$ cat src/sbit_rx_settings.svh
`ifndef SBIT_RX_SETTINGS_SVH
`define SBIT_RX_SETTINGS_SVH

// --------------------
// lane layout
`define SBIT_RX_NUM_LANES       4     // s-bit lanes beside the sot lane

// --------------------
// phase voter
`define SBIT_RX_ERR_COUNT_W     8     // shift is voted once this counter is all ones
`define SBIT_RX_STABLE_COUNT_W  6     // locked once this counter is all ones

// --------------------
// apb register map
`define SBIT_RX_APB_ADDR_W      4
`define SBIT_RX_ADDR_CTRL       4'h0  // manual, manual_phase, manual_pos_edge
`define SBIT_RX_ADDR_STATUS     4'h4  // phase, pos edge, locked, err_seen
`define SBIT_RX_STS_ERR_BIT     4     // write 1 here to drop err_seen

`endif

$ cat src/sbit_rx_pkg.sv
package sbit_rx_pkg;

  // split view of one oversample word
  typedef struct packed {
    logic [3:0] neg_half;  // falling half samples
    logic [3:0] pos_half;  // rising half samples, bit k belongs to phase k
  } os_halves_t;

  // one fastclock worth of oversamples, read flat or by half
  typedef union packed {
    logic [7:0] raw;       // time order, bit 0 is the earliest sample
    os_halves_t halves;
  } os_word_t;

  // sampling phase of the voter
  // the value k picks bit k of each half
  typedef enum logic [1:0] {
    PHASE_00 = 2'b00,
    PHASE_01 = 2'b01,
    PHASE_10 = 2'b10,
    PHASE_11 = 2'b11
  } phase_t;

endpackage

$ cat src/rx_apb_regs.sv
`timescale 1ns/10ps
`include "sbit_rx_settings.svh"

module rx_apb_regs (
  input  logic                           fastclock,
  input  logic                           rst_n,
  input  logic [`SBIT_RX_APB_ADDR_W-1:0] paddr,
  input  logic                           psel,
  input  logic                           penable,
  input  logic                           pwrite,
  input  logic [7:0]                     pwdata,
  output logic [7:0]                     prdata,
  output logic                           pready,
  output logic                           pslverr,
  input  sbit_rx_pkg::phase_t            sot_phase,
  input  logic                           sot_pos_edge,
  input  logic                           sot_locked,
  input  logic                           sot_phase_err,
  output logic                           manual,
  output sbit_rx_pkg::phase_t            lane_phase,     // phase for every lane
  output logic                           lane_pos_edge
);
  import sbit_rx_pkg::*;

  logic [3:0] ctrl_q;         // {manual_pos_edge, manual_phase, manual}
  logic       err_seen;       // sticky sot phase error
  logic       hit_ctrl;
  logic       hit_status;
  logic       access;         // enable cycle of a transfer
  logic       wr_en;
  phase_t     ctrl_phase;
  logic       ctrl_pos_edge;
  logic [7:0] status;

  assign hit_ctrl   = (paddr == `SBIT_RX_ADDR_CTRL);
  assign hit_status = (paddr == `SBIT_RX_ADDR_STATUS);
  assign access     = psel && penable;
  assign wr_en      = access && pwrite;

  // --------------------
  // register writes, committed on the enable edge
  always_ff @(posedge fastclock) begin
    if (!rst_n) begin
      ctrl_q   <= '0;
      err_seen <= 1'b0;
    end else begin
      if (wr_en && hit_ctrl) begin
        ctrl_q <= pwdata[3:0];
      end
      // a new error wins over a clear in the same cycle
      if (sot_phase_err) begin
        err_seen <= 1'b1;
      end else if (wr_en && hit_status && pwdata[`SBIT_RX_STS_ERR_BIT]) begin
        err_seen <= 1'b0;
      end
    end
  end

  assign status = {3'b000, err_seen, sot_locked, sot_pos_edge, sot_phase};

  // --------------------
  // read mux, valid through the whole transfer
  always_comb begin
    prdata = '0;
    if (psel && !pwrite) begin
      if (hit_ctrl) begin
        prdata = {4'b0000, ctrl_q};
      end else if (hit_status) begin
        prdata = status;
      end
    end
  end

  assign pready  = 1'b1;                                // never stalls
  assign pslverr = access && !(hit_ctrl || hit_status);  // unmapped address

  // --------------------
  // lane timing, sot voter or software
  assign manual        = ctrl_q[0];
  assign ctrl_phase    = phase_t'(ctrl_q[2:1]);
  assign ctrl_pos_edge = ctrl_q[3];

  assign lane_phase    = manual ? ctrl_phase : sot_phase;
  assign lane_pos_edge = manual ? ctrl_pos_edge : sot_pos_edge;

endmodule

$ cat config.mk
export PLATFORM = sky130hd
export DESIGN_NAME = rx_apb_regs
export DESIGN_NICKNAME = d
export VERILOG_FILES = /design/src/sbit_rx_pkg.sv /design/src/rx_apb_regs.sv
export VERILOG_INCLUDE_DIRS = /design/src
export SDC_FILE = /design/constraint.sdc
export NUM_CORES = 1
export LEC_CHECK = 0
export ABC_AREA = 1
export BUFFER_PORTS_ARGS = -buffer_cell sky130_fd_sc_hd__buf_2
export CAP_MARGIN = 0
export CORE_AREA = 2 2 39 41
export DETAILED_ROUTE_END_ITERATION = 6
export DIE_AREA = 0 0 41 43
export PLACE_DENSITY_LB_ADDON = 0.1
export SLEW_MARGIN = 20
export SYNTH_ARGS = -nofsm -noshare
export SYNTH_HDL_FRONTEND = slang
export SYNTH_SLANG_ARGS = --single-unit
export TNS_END_PERCENT = 5
$ cat constraint.sdc
create_clock -name fastclock -period 1.4 [get_ports fastclock]
set_input_delay 0.07 -clock fastclock [delete_from_list [all_inputs] [get_ports fastclock]]
set_output_delay 0.07 -clock fastclock [all_outputs]
set_load 0.005 [all_outputs]
==> key figures <==
Run status
  – Status: complete, no violations

Clock network
  – Clock latency on the worst-skew pair: ~0.24 ns
  – CTS root buf: clkbuf_4
  – Count of hold-fix buffers inserted at cts: 0
  – Clk slew on worst S/H paths: around 0.04 ns
  – TritonCTS buffer count: 3
  – H-tree levels: 1
  – Cts repair resizes: 0
  – CTS tree: yes
  – Postcts setup bufs: 0
  – CTS Sinks: 5
  – Clock tree buffer depth: 2

Synthesis
  – Yosys top cell area share: 24.7%
  – Post-synth top area cell: dfxtp_1
  – Yosys warnings: 0
  – Register area share after synthesis: 24.7%
  – Yosys reg bits: 5
  – Mapped Cells: 63
  – Largest cells by area after synthesis: dfxtp_1 (25%), nand2_1 (10%), nor2_4 (8.3%)
  – Mean Syn Cell Area: roughly 6.4 um2
  – Synth Cell Area: 405 um2
  – Post-synthesis cell type count: 16

Die
  – Core ar.: approximately 1400 um2
  – Chip Height: roughly 43 um
  – Die footprint: 1760 um2
  – Die W: around 41 um
  – I/O pins: 36
  – Rows: 14
  – Initial Utilization: just under 30%

Cells and area
  – Fillers: 170
  – Area grow syn2layout: 40.4%
  – Final net count: ~120
  – Share of cells above drive strength 1: 43.0%
  – Diodes inserted: 0

STA
  – Skew final: 0 ns
  – Fmax: 812 MHz
  – Final Slew Violations: 0
  – Final hold violations: 0
  – Crit path time final: roughly 1.2 ns
  – Period utilization: slightly below 90%
  – RSZ-0062 raised after global routing: no
  – Setup_tns: 0 ns
  – Final setup fails: 0

Critical path
  – Crit Path Max Fanout: 7
  – Worst EP arrival: ~1.2 ns
  – CP Launch Type: flop
  – Worst path required time: 1.33 ns
  – Crit path capture type: primary output
  – Crit Path Class: reg -> out

Drt
  – Wire length per cell: 8.83 um
  – Final antenna-violating net count: 0
  – Post-Route WL: around 960 um
  – DR vias: roughly 470
  – Pre-antenna DRT Iters: 4
  – Via density: between 4 and 5
  – DRC viols: 0
  – Starting DRT DRC Count: 4

Power
  – Power, Total: 0.391 mW
  – Peak VDD IR: 0.000348 V
  – Pwr dens: slightly below 700 nW/um2
  – LEAKAGE: around 0.30 nW

Global routing
  – Initial antenna violation count: 0
  – Total GRT Usage: between 10% and 20%
  – Global route overflow: 0
  – First-pass GRT wire length: 1450 um
  – Largest net degree at the start of global routing: 8
  – Vias in the first global route: between 300 and 400

Place
  – Final GP Congestion: about 0.64
  – Port Buf Inserts: 28
  – Post-DP HPWL: roughly 800 um

Job
  – Max Cap Viol: 0

Min path
  – Hold Path Class: in -> reg
[where the power goes]
group          internal [mW]  switching (mW)  leakage [nW]  total [mW]
Combinational         0.0351          0.0414         0.242      0.0765
Sequential             0.146         0.00202        0.0406       0.148
Clock                  0.108          0.0588        0.0150       0.167
Total                  0.289           0.102         0.297       0.391
[per-stage QoR]
step / std cells / cell area [um2] / setup WS [ns] / util [%] / hold slack [ns]
2_1_floorplan: 65 / 413 / 0.562 / - / 0.179
3_3_place_gp: 105 / 543 / 0.421 / 39.2 / 0.307
3_5_place_dp: 105 / 543 / 0.411 / 39.2 / 0.309
4_1_cts: 109 / 569 / 0.149 / 41.1 / 0.0576
5_1_grt: 109 / 569 / 0.115 / 41.1 / 0.0799
6_report: 109 / 569 / 0.169 / 41.1 / 0.0616
[registers in the layout (all words and copies together) (netlist names)]
| name | flops |
|---|---|
| err_seen | 1 |
| ctrl_q | 4 |
[worst paths after layout]
path / from / slack (ns) / depth (start not counted) / end
setup reg to reg: ctrl_q[0]$_SDFFE_PN0P_ / 0.72 / 2 / ctrl_q[0]$_SDFFE_PN0P_
hold / removal: pwdata[3] / 0.06 / 3 / ctrl_q[3]$_SDFFE_PN0P_
hold reg to reg: err_seen$_SDFFE_PN0P_ / 0.48 / 2 / err_seen$_SDFFE_PN0P_
setup / recovery: ctrl_q[0]$_SDFFE_PN0P_ / 0.17 / 2 / lane_pos_edge
[synthesized netlist by cell type]
cell     number
nor2_1        6
nand2_1      11
dfxtp_1       5
nor2_4        3
conb_1        2
nor2_2        1
inv_2         2
nand3_1       5
buf_4         4
a21oi_1       6
o21ai_0       1
nand2_4       1
inv_1         6
nor3_1        4
mux2_2        2
o21ai_1       4
[cells in the final DEF, fill, tap and decap left out, drive strengths merged]
cell    netlist  layout
buf           4      28
nand2        12      12
nor2         10      10
inv           8       8
a21oi         6       6
nand3         5       5
dfxtp         5       5
o21ai         5       5
nor3          4       4
conb          2       4
clkbuf        0       4
mux2          2       2
[logic make-up after synthesis]
family,count (synthesis),synth area share (%)
compound gates,11,13.6
other cells,2,1.85
buf+inv,12,14.8
simple gates,31,39.5
mux,2,5.56
flops,5,24.7
[critical path, stage by stage (launching register included)]
cell	delay (ns)
dfxtp_1	0.44
mux2_2	0.36
buf_2	0.12
[layer usage]
layer | vias to the layer above | global-route usage (%) | wire length (um)
met4 | 0 | 6.00 | 14
met5 | - | 0 | 0
met1 | 194 | 15.3 | 415
met2 | 18 | 17.8 | 455
li1 | 255 | - | -
met3 | 2 | 2.09 | 77
[final cells by class]
class                   instances  area (um2)  area share, %
multi-input cells              48         253           44.4
repair buffers                 28         140           24.6
flip-flops and latches          5         100           17.6
inverters                       8        30.0           5.27
clock buffers                   4        26.3           4.62
well taps                      16        20.0           3.52
No activity file was read; power rests on OpenSTA's default activity.
