**config.mk**
```make
export PLATFORM = sky130hd
export DESIGN_NAME = oversampler
export DESIGN_NICKNAME = d
export VERILOG_FILES = /design/src/sbit_rx_pkg.sv /design/src/sample_front.sv /design/src/phase_vote.sv /design/src/edge_align.sv /design/src/oversampler.sv
export VERILOG_INCLUDE_DIRS = /design/src
export SDC_FILE = /design/constraint.sdc
export NUM_CORES = 1
export LEC_CHECK = 0
export BUFFER_PORTS_ARGS = -buffer_cell sky130_fd_sc_hd__buf_4
export CAP_MARGIN = 10
export CORE_MARGIN = 2
export CORE_UTILIZATION = 35
export DETAILED_ROUTE_END_ITERATION = 7
export PLACE_DENSITY = 0.58
export SLEW_MARGIN = 20
export SYNTH_ARGS = -nofsm -noshare
export SYNTH_HDL_FRONTEND = slang
export SYNTH_SLANG_ARGS = --single-unit
```
**constraint.sdc**
```tcl
create_clock -name fastclock -period 1.93 [get_ports fastclock]
set_input_delay 0.0965 -clock fastclock [delete_from_list [all_inputs] [get_ports fastclock]]
set_output_delay 0.0965 -clock fastclock [all_outputs]
set_load 0.005 [all_outputs]
```
**src/sbit_rx_settings.svh**
```systemverilog
`ifndef SBIT_RX_SETTINGS_SVH
`define SBIT_RX_SETTINGS_SVH

// --------------------
// lane layout
`define SBIT_RX_NUM_LANES       4     // s-bit lanes beside the sot lane

// --------------------
// phase voter
`define SBIT_RX_ERR_COUNT_W     8     // shift is voted once this counter is all ones
`define SBIT_RX_STABLE_COUNT_W  6     // locked once this counter is all ones

// --------------------
// apb register map
`define SBIT_RX_APB_ADDR_W      4
`define SBIT_RX_ADDR_CTRL       4'h0  // manual, manual_phase, manual_pos_edge
`define SBIT_RX_ADDR_STATUS     4'h4  // phase, pos edge, locked, err_seen
`define SBIT_RX_STS_ERR_BIT     4     // write 1 here to drop err_seen

`endif

```
**src/sbit_rx_pkg.sv**
```systemverilog
package sbit_rx_pkg;

  // split view of one oversample word
  typedef struct packed {
    logic [3:0] neg_half;  // falling half samples
    logic [3:0] pos_half;  // rising half samples, bit k belongs to phase k
  } os_halves_t;

  // one fastclock worth of oversamples, read flat or by half
  typedef union packed {
    logic [7:0] raw;       // time order, bit 0 is the earliest sample
    os_halves_t halves;
  } os_word_t;

  // sampling phase of the voter
  // the value k picks bit k of each half
  typedef enum logic [1:0] {
    PHASE_00 = 2'b00,
    PHASE_01 = 2'b01,
    PHASE_10 = 2'b10,
    PHASE_11 = 2'b11
  } phase_t;

endpackage

```
**src/sample_front.sv**
```systemverilog
`timescale 1ns/10ps

module sample_front (
  input  logic                  fastclock,
  input  logic                  rst_n,
  input  sbit_rx_pkg::os_word_t word,        // straight from the deserializer
  output sbit_rx_pkg::os_word_t word_clean,  // even bits put back to true polarity
  output logic [3:0]            eq4          // transition flags between phase k and k+1
);
  import sbit_rx_pkg::*;

  os_word_t   word_q;  // stage 1, inverted leg still mixed in
  logic [7:0] q;       // short alias for the raw bits
  logic       prev7;   // last sample of the previous word, true polarity

  assign q     = word_q.raw;
  assign prev7 = word_clean.raw[7];  // odd bit, never inverted

  // --------------------
  // stage 1
  always_ff @(posedge fastclock) begin
    word_q <= word;
  end

  // --------------------
  // stage 2
  // adjacent raw bits sit on opposite buffer legs
  // so a raw match means the real data flipped between those samples
  always_ff @(posedge fastclock) begin
    word_clean.raw <= q ^ 8'h55;  // undo the inverted leg
    if (!rst_n) begin
      eq4 <= '0;
    end else begin
      eq4[0] <= (q[0] == q[1]) || (q[4] == q[5]);  // phase 0 to 1
      eq4[1] <= (q[1] == q[2]) || (q[5] == q[6]);  // phase 1 to 2
      eq4[2] <= (q[2] == q[3]) || (q[6] == q[7]);  // phase 2 to 3
      // phase 3 to 0 wraps into the next half and into the next word
      eq4[3] <= (q[3] == q[4]) || (prev7 == q[0]);
    end
  end

endmodule

```
**src/phase_vote.sv**
```systemverilog
`timescale 1ns/10ps
`include "sbit_rx_settings.svh"

module phase_vote (
  input  logic                fastclock,
  input  logic                rst_n,
  input  logic [3:0]          eq4,           // transition flags from the sample front
  input  logic                phase_err,     // error seen at the current phase
  input  logic                manual,        // hold the machine on manual_phase
  input  sbit_rx_pkg::phase_t manual_phase,
  output sbit_rx_pkg::phase_t phase,
  output logic                locked
);
  import sbit_rx_pkg::*;

  logic [`SBIT_RX_ERR_COUNT_W-1:0]    err_count;
  logic [`SBIT_RX_STABLE_COUNT_W-1:0] stable_count;
  phase_t                             phase_last;  // for spotting a fresh move

  logic [1:0] ph_dn;     // one phase earlier
  logic [1:0] ph_up;     // one phase later
  logic [1:0] ph_opp;    // opposite phase
  logic       vote_to_shift;
  logic       link_stable;
  logic       move_dn;
  logic       move_up;
  logic       shift;

  assign ph_dn  = phase - 2'd1;
  assign ph_up  = phase + 2'd1;
  assign ph_opp = phase + 2'd2;

  assign vote_to_shift = &err_count;     // enough errors piled up
  assign link_stable   = &stable_count;  // long error-free run
  assign locked        = link_stable;

  // --------------------
  // direction of the move
  // edge just after the sample, step back
  assign move_dn = eq4[phase];
  // edge just before, or edge facing the sample from the far side, step ahead
  assign move_up = eq4[ph_dn] || eq4[ph_opp];
  // only move on a cycle that actually shows where the edge is
  assign shift   = vote_to_shift && (move_dn || move_up);

  always_ff @(posedge fastclock) begin
    if (!rst_n) begin
      phase        <= PHASE_00;
      phase_last   <= PHASE_00;
      err_count    <= '0;
      stable_count <= '0;
    end else if (manual) begin
      phase        <= manual_phase;  // software owns the phase
      phase_last   <= manual_phase;
      err_count    <= '0;
      stable_count <= '0;
    end else begin
      phase_last <= phase;

      // good cycles in a row, any error starts over
      if (phase_err) begin
        stable_count <= '0;
      end else if (!link_stable) begin
        stable_count <= stable_count + 1'b1;
      end

      // error votes, wiped by long stability or around a move
      if (link_stable || shift || (phase_last != phase)) begin
        err_count <= '0;
      end else if (phase_err && !vote_to_shift) begin
        err_count <= err_count + 1'b1;  // saturates at all ones
      end

      // --------------------
      // four-state phase machine
      if (shift) begin
        if (move_dn) begin
          phase <= phase_t'(ph_dn);
        end else begin
          phase <= phase_t'(ph_up);
        end
      end
    end
  end

endmodule

```
**src/edge_align.sv**
```systemverilog
`timescale 1ns/10ps

module edge_align #(
  parameter bit INVERT = 1'b0  // lane routed with swapped p/n
) (
  input  logic                  fastclock,
  input  logic                  rst_n,
  input  sbit_rx_pkg::os_word_t word_clean,
  input  logic [3:0]            eq4,
  input  sbit_rx_pkg::phase_t   phase,
  input  logic                  ext_pos_edge,  // edge choice from outside
  input  logic                  use_ext_edge,
  output logic                  pos_edge,      // data sits on the rising half
  output logic                  phase_err,
  output logic                  d0,
  output logic                  d1
);
  import sbit_rx_pkg::*;

  logic [1:0] pair_sel;     // {pos sample, neg sample} at the chosen phase
  logic [1:0] pair_q;       // stage 3
  logic       neg_q;        // neg sample of the word before
  logic [1:0] ph_dn;
  logic [1:0] ph_opp;
  logic       err_sel;
  logic       data_on_neg;  // framing bit last seen on the falling half

  assign ph_dn  = phase - 2'd1;
  assign ph_opp = phase + 2'd2;

  assign pair_sel = {word_clean.halves.pos_half[phase], word_clean.halves.neg_half[phase]};

  // an edge next to the sample or facing it from the far side counts as an error
  // only the phase two away from the edge comes out clean
  assign err_sel = eq4[phase] || eq4[ph_dn] || eq4[ph_opp];

  // --------------------
  // stage 3, phase mux
  always_ff @(posedge fastclock) begin
    pair_q <= INVERT ? ~pair_sel : pair_sel;
    if (!rst_n) begin
      phase_err <= 1'b0;
    end else begin
      phase_err <= err_sel;
    end
  end

  // which half carries the framing bit
  always_ff @(posedge fastclock) begin
    if (!rst_n) begin
      data_on_neg <= 1'b0;
    end else if (pair_q[1]) begin
      data_on_neg <= 1'b0;
    end else if (pair_q[0]) begin
      data_on_neg <= 1'b1;
    end
  end

  assign pos_edge = use_ext_edge ? ext_pos_edge : !data_on_neg;

  // --------------------
  // stage 4, output bits
  // on the falling half a pair spans the previous neg sample and this pos sample
  always_ff @(posedge fastclock) begin
    neg_q <= pair_q[0];
    if (!rst_n) begin
      d0 <= 1'b0;
      d1 <= 1'b0;
    end else if (pos_edge) begin
      d0 <= pair_q[1];
      d1 <= pair_q[0];
    end else begin
      d0 <= neg_q;
      d1 <= pair_q[1];
    end
  end

endmodule

```
**src/oversampler.sv**
```systemverilog
`timescale 1ns/10ps

module oversampler #(
  parameter bit PHASE_SEL_EXTERNAL = 1'b0,  // 1 takes phase and edge from outside
  parameter bit INVERT             = 1'b0
) (
  input  logic                  fastclock,
  input  logic                  rst_n,
  input  sbit_rx_pkg::os_word_t word,
  input  sbit_rx_pkg::phase_t   phase_in,
  input  logic                  pos_edge_in,
  input  logic                  manual,       // internal lane only, force phase_in
  output sbit_rx_pkg::phase_t   phase_out,
  output logic                  pos_edge_out,
  output logic                  locked,
  output logic                  phase_err,
  output logic                  d0,
  output logic                  d1
);
  import sbit_rx_pkg::*;

  os_word_t   word_clean;
  logic [3:0] eq4;
  phase_t     phase_sel;     // phase driving the mux
  logic       use_ext_edge;

  sample_front u_front (
    .fastclock  (fastclock),
    .rst_n      (rst_n),
    .word       (word),
    .word_clean (word_clean),
    .eq4        (eq4)
  );

  if (PHASE_SEL_EXTERNAL) begin : g_ext
    // --------------------
    // follower lane, timing comes from the sot lane
    phase_t phase_in_q;

    always_ff @(posedge fastclock) begin
      if (!rst_n) begin
        phase_in_q <= PHASE_00;
      end else begin
        phase_in_q <= phase_in;
      end
    end

    assign phase_sel    = phase_in_q;
    assign use_ext_edge = 1'b1;
    assign locked       = 1'b0;  // no voter here
  end else begin : g_int
    // --------------------
    // self-aligning lane
    phase_vote u_vote (
      .fastclock    (fastclock),
      .rst_n        (rst_n),
      .eq4          (eq4),
      .phase_err    (phase_err),
      .manual       (manual),
      .manual_phase (phase_in),
      .phase        (phase_sel),
      .locked       (locked)
    );

    assign use_ext_edge = manual;  // edge forced together with the phase
  end

  edge_align #(
    .INVERT (INVERT)
  ) u_align (
    .fastclock    (fastclock),
    .rst_n        (rst_n),
    .word_clean   (word_clean),
    .eq4          (eq4),
    .phase        (phase_sel),
    .ext_pos_edge (pos_edge_in),
    .use_ext_edge (use_ext_edge),
    .pos_edge     (pos_edge_out),
    .phase_err    (phase_err),
    .d0           (d0),
    .d1           (d1)
  );

  assign phase_out = phase_sel;

endmodule

```
==> impl_metrics.py <==
metrics = {
    "critical_path": {
        "crit_path_end_kind": "output port",
        "cp_cell_sequence": "ha_1 > nand2_1 > nor2_1 > buf_4",
        "worstPathArrival_ns": 1.53,
        "critPathKind": "flop to output port",
        "path_buf_inv": 1,
        "rr_startpoint": "g_int.u_vote.stable_count[0]",
        "start_kind": "flop",
        "r2r_end": "g_int.u_vote.err_count[0]",
        "cp_max_fo": 5,
        "crit_path_top_delay_cell": "dfxtp_1",
        "slowest_delay_ns": 0.37,
        "rr_worst_depth": 6,
        "worstPathRequired_ns": 1.83,
        "regToRegSetupSlack_ns": 0.38,
        "crit_family": "simple AND/OR/NAND/NOR gates",
    },
    "synthesis": {
        "synth_most_common_cell": "dfxtp_1",
        "yosysTopAreaCell": "dfxtp_1",
        "yosys.area.top_type_share": 0.5418,
        "seq_area_frac_synth": 0.5418,
        "synth-compound-area-share": 0.06622,
        "synth_xor_area_frac": 0.1053,
        "synthTopCellsByArea": "dfxtp_1 54%, xor2_1 6.8%, nor2_1 5.6%, mux4_2 4.1%, xnor2_1 3.7%",
        "synth_flop_cell": "dfxtp_1",
        "synth_warnings": 0,
        "ys_async_sr_fraction": 0,
        "synth-seq-cells": 45,
        "netlist_area_mm2": 0.001663,
        "synth_common_cells": "45 x dfxtp_1, 25 x nor2_1, 13 x xor2_1",
        "synth_edf_count": 0,
        "synth_cells": 165,
        "post_synth_mux_area_share": 0.06471,
        "synthAdderAreaFrac": 0.01505,
        "synth_nets": 181,
        "synth_cell_type_count": 31,
        "avgSynthCellArea_um2": 10.08,
        "synthSimpleGateAreaFrac": 0.1655,
        "synth_top_family_by_area": "simple AND/OR/NAND/NOR gates",
    },
    "layout": {
        "layout.area.seq_um2": 900.9,
        "layout.nets": 213,
        "drive_above_1_share": 0.1818,
        "multi_input_comb_area_um2": 693.2,
        "area_delta_synth_final_pct": 22.12,
        "num_antenna_cells": 0,
        "fillCellCount": 472,
    },
    "routing": {
        "dr_total_vias": 1165,
        "drt-total-wl_mm": 2.769,
        "wire_per_inst_um": 10.99,
        "first_pass_iters": 4,
        "vias_per_cell": 4.623,
        "drc": 0,
        "drt_iter0_markers": 19,
        "postRouteAntennaNets": 0,
    },
    "floorplan": {
        "ios": 21,
        "fp.dieArea_mm2": 0.005318,
        "initial_core_util": 0.3568,
        "core_area_mm2": 0.004661,
        "die_w_um": 72.93,
        "die_y_um": 72.93,
        "rows": 25,
    },
    "clocking": {
        "cts_tree": "done",
        "clk_latency_ns": 0.30,
        "numCtsBuffers": 5,
        "clock-root-buffer": "clkbuf_8",
        "clock_tree.buffer_depth": 2,
        "htreeDepth": 2,
        "postCtsSetupBuffers": 0,
        "cts_sinks": 45,
        "clkSlewWorstSetupHoldPaths_ns": 0.08,
    },
    "pwr": {
        "ir_worst_vdd_mv": 0.4421,
        "total_power_uw": 1753,
        "power_density_mw_per_mm2": 863.3,
        "power.leakage_uw": 0.0008246,
    },
    "place": {
        "io_buffer_count": 20,
        "place_congestion": 0.7827,
        "place_hpwl_mm": 1.949,
    },
    "sta": {
        "fmax_mhz": 615.2,
        "rsz0062_at_grt": "false",
        "period_share": 0.8422,
        "max-slew-margin-rel": 0.6679,
        "drv_slew": 0,
        "fin_tns_setup_ns": 0,
        "finClkSkew_ns": 0.002433,
        "min_period_ns": 1.625,
        "worstMarginPinSlew_ns": 0.4975,
        "setup_viol": 0,
        "finalHoldViolCount": 0,
    },
    "min_path": {
        "holdPathEnd": "g_int.u_vote.phase_last[0]",
        "hp-start": "phase_in[0]",
        "holdPathStages": 3,
        "hp-class": "input pin to flop",
    },
    "global_route": {
        "grt_pass1_wl_mm": 4.671,
        "grt_pass1_vias": 1123,
        "gr-total-overflow": 0,
        "grt_antenna_before_repair": 0,
        "grt_max_degree": 16,
        "grtUsageTotal": 0.1176,
    },
    "status": {
        "outcome": "completed",
    },
    "job": {
        "maxCapViolCount": 0,
    },
}
[cells in the final DEF, fill, tap and decap left out, drive strengths merged, types with 2 or more instances in the layout]
cell / instances
nand3: 8
a31oi: 3
dfxtp: 45
nand2: 11
dlygate4sd3: 8
ha: 2
o21ai: 2
buf: 21
a21oi: 10
xor2: 13
xnor2: 7
nor3: 7
mux4: 3
clkbuf: 5
mux2i: 4
nand4: 3
nor2: 25
inv: 12
[stage by stage]
step	setup slack [ns]	area, um^2	hold WS, ns	util	instances
3_5_place_dp	0.3678	1861	0.2021	0.3992	236
6_report	0.3045	2031	0.03558	0.4357	252
3_3_place_gp	0.4172	1861	0.2009	0.3992	236
5_1_grt	0.1993	2031	0.06635	0.4357	252
2_1_floorplan	0.5255	1663	0.1242	-	165
4_1_cts	0.2859	2031	0.03216	0.4357	252
[metal layers]
layer / vias up / wire [um] / GRT usage
met5: - / 0 / 0
met4: 0 / 63 / 0.06173
met3: 6 / 115 / 0.04144
met2: 21 / 1290 / 0.2000
met1: 527 / 1300 / 0.1283
li1: 611 / - / -
[cell type report]
class                   instances  share of cell area
clock buffers                   5             0.03389
clock inverters                 3             0.01047
inverters                      11             0.02033
multi-input cells             105              0.3413
flip-flops and latches         45              0.4436
well taps                      54             0.03327
repair buffers                 29              0.1171
[worst max-delay path by stage]
stage,start,endpoint,slack [ns],cells after the start
after CTS,g_int.u_vote.stable_count[0],locked,0.29,4
after detailed placement,g_int.u_vote.stable_count[0],g_int.u_vote.err_count[0],0.37,6
after global placement,g_int.u_vote.stable_count[0],g_int.u_vote.err_count[3],0.42,6
final,g_int.u_vote.stable_count[0],locked,0.30,4
after global routing,g_int.u_vote.stable_count[0],locked,0.20,4
after floorplan,g_int.u_vote.stable_count[0],g_int.u_vote.err_count[0],0.53,6
[state kept, by name, summed over array words and instances, names as in the netlist]
register / count
g_int.u_vote.err_count: 8
g_int.u_vote.phase: 2
g_int.u_vote.phase_last: 2
g_int.u_vote.stable_count: 6
u_align.d0: 1
u_align.d1: 1
u_align.data_on_neg: 1
u_align.neg_q: 1
u_align.pair_q: 2
u_align.phase_err: 1
u_front.eq4: 4
u_front.q: 8
u_front.word_clean: 8
[power breakdown]
part           switching [uW]  total (uW)  internal [uW]
Combinational            66.5         156           89.5
Sequential               37.9        1020            977
Clock                     325         582            257
[worst register-to-register path, stage by stage (launching register included)]
cell and delay, ns:
dfxtp_1 0.34, ha_1 0.24, nand2_1 0.11, nor2_1 0.12, nor3_1 0.34, nand4_4 0.20
nor2_1 0.14
[timing repair]
action | CTS | global route
hold buffers | 8 | 0
gates resized for setup | 0 | 0
endpoints found under the hold margin | 8 | 0
[cell families after synthesis]
logic type | count (synthesis)
buffers and inverters | 15
AO/OA/AOI/OAI | 19
multiplexers | 7
AND/OR/NAND/NOR | 57
flip-flops | 45
XOR/XNOR | 20
adder cells (fa/ha/maj) | 2
No activity file was read; power rests on OpenSTA's default activity.
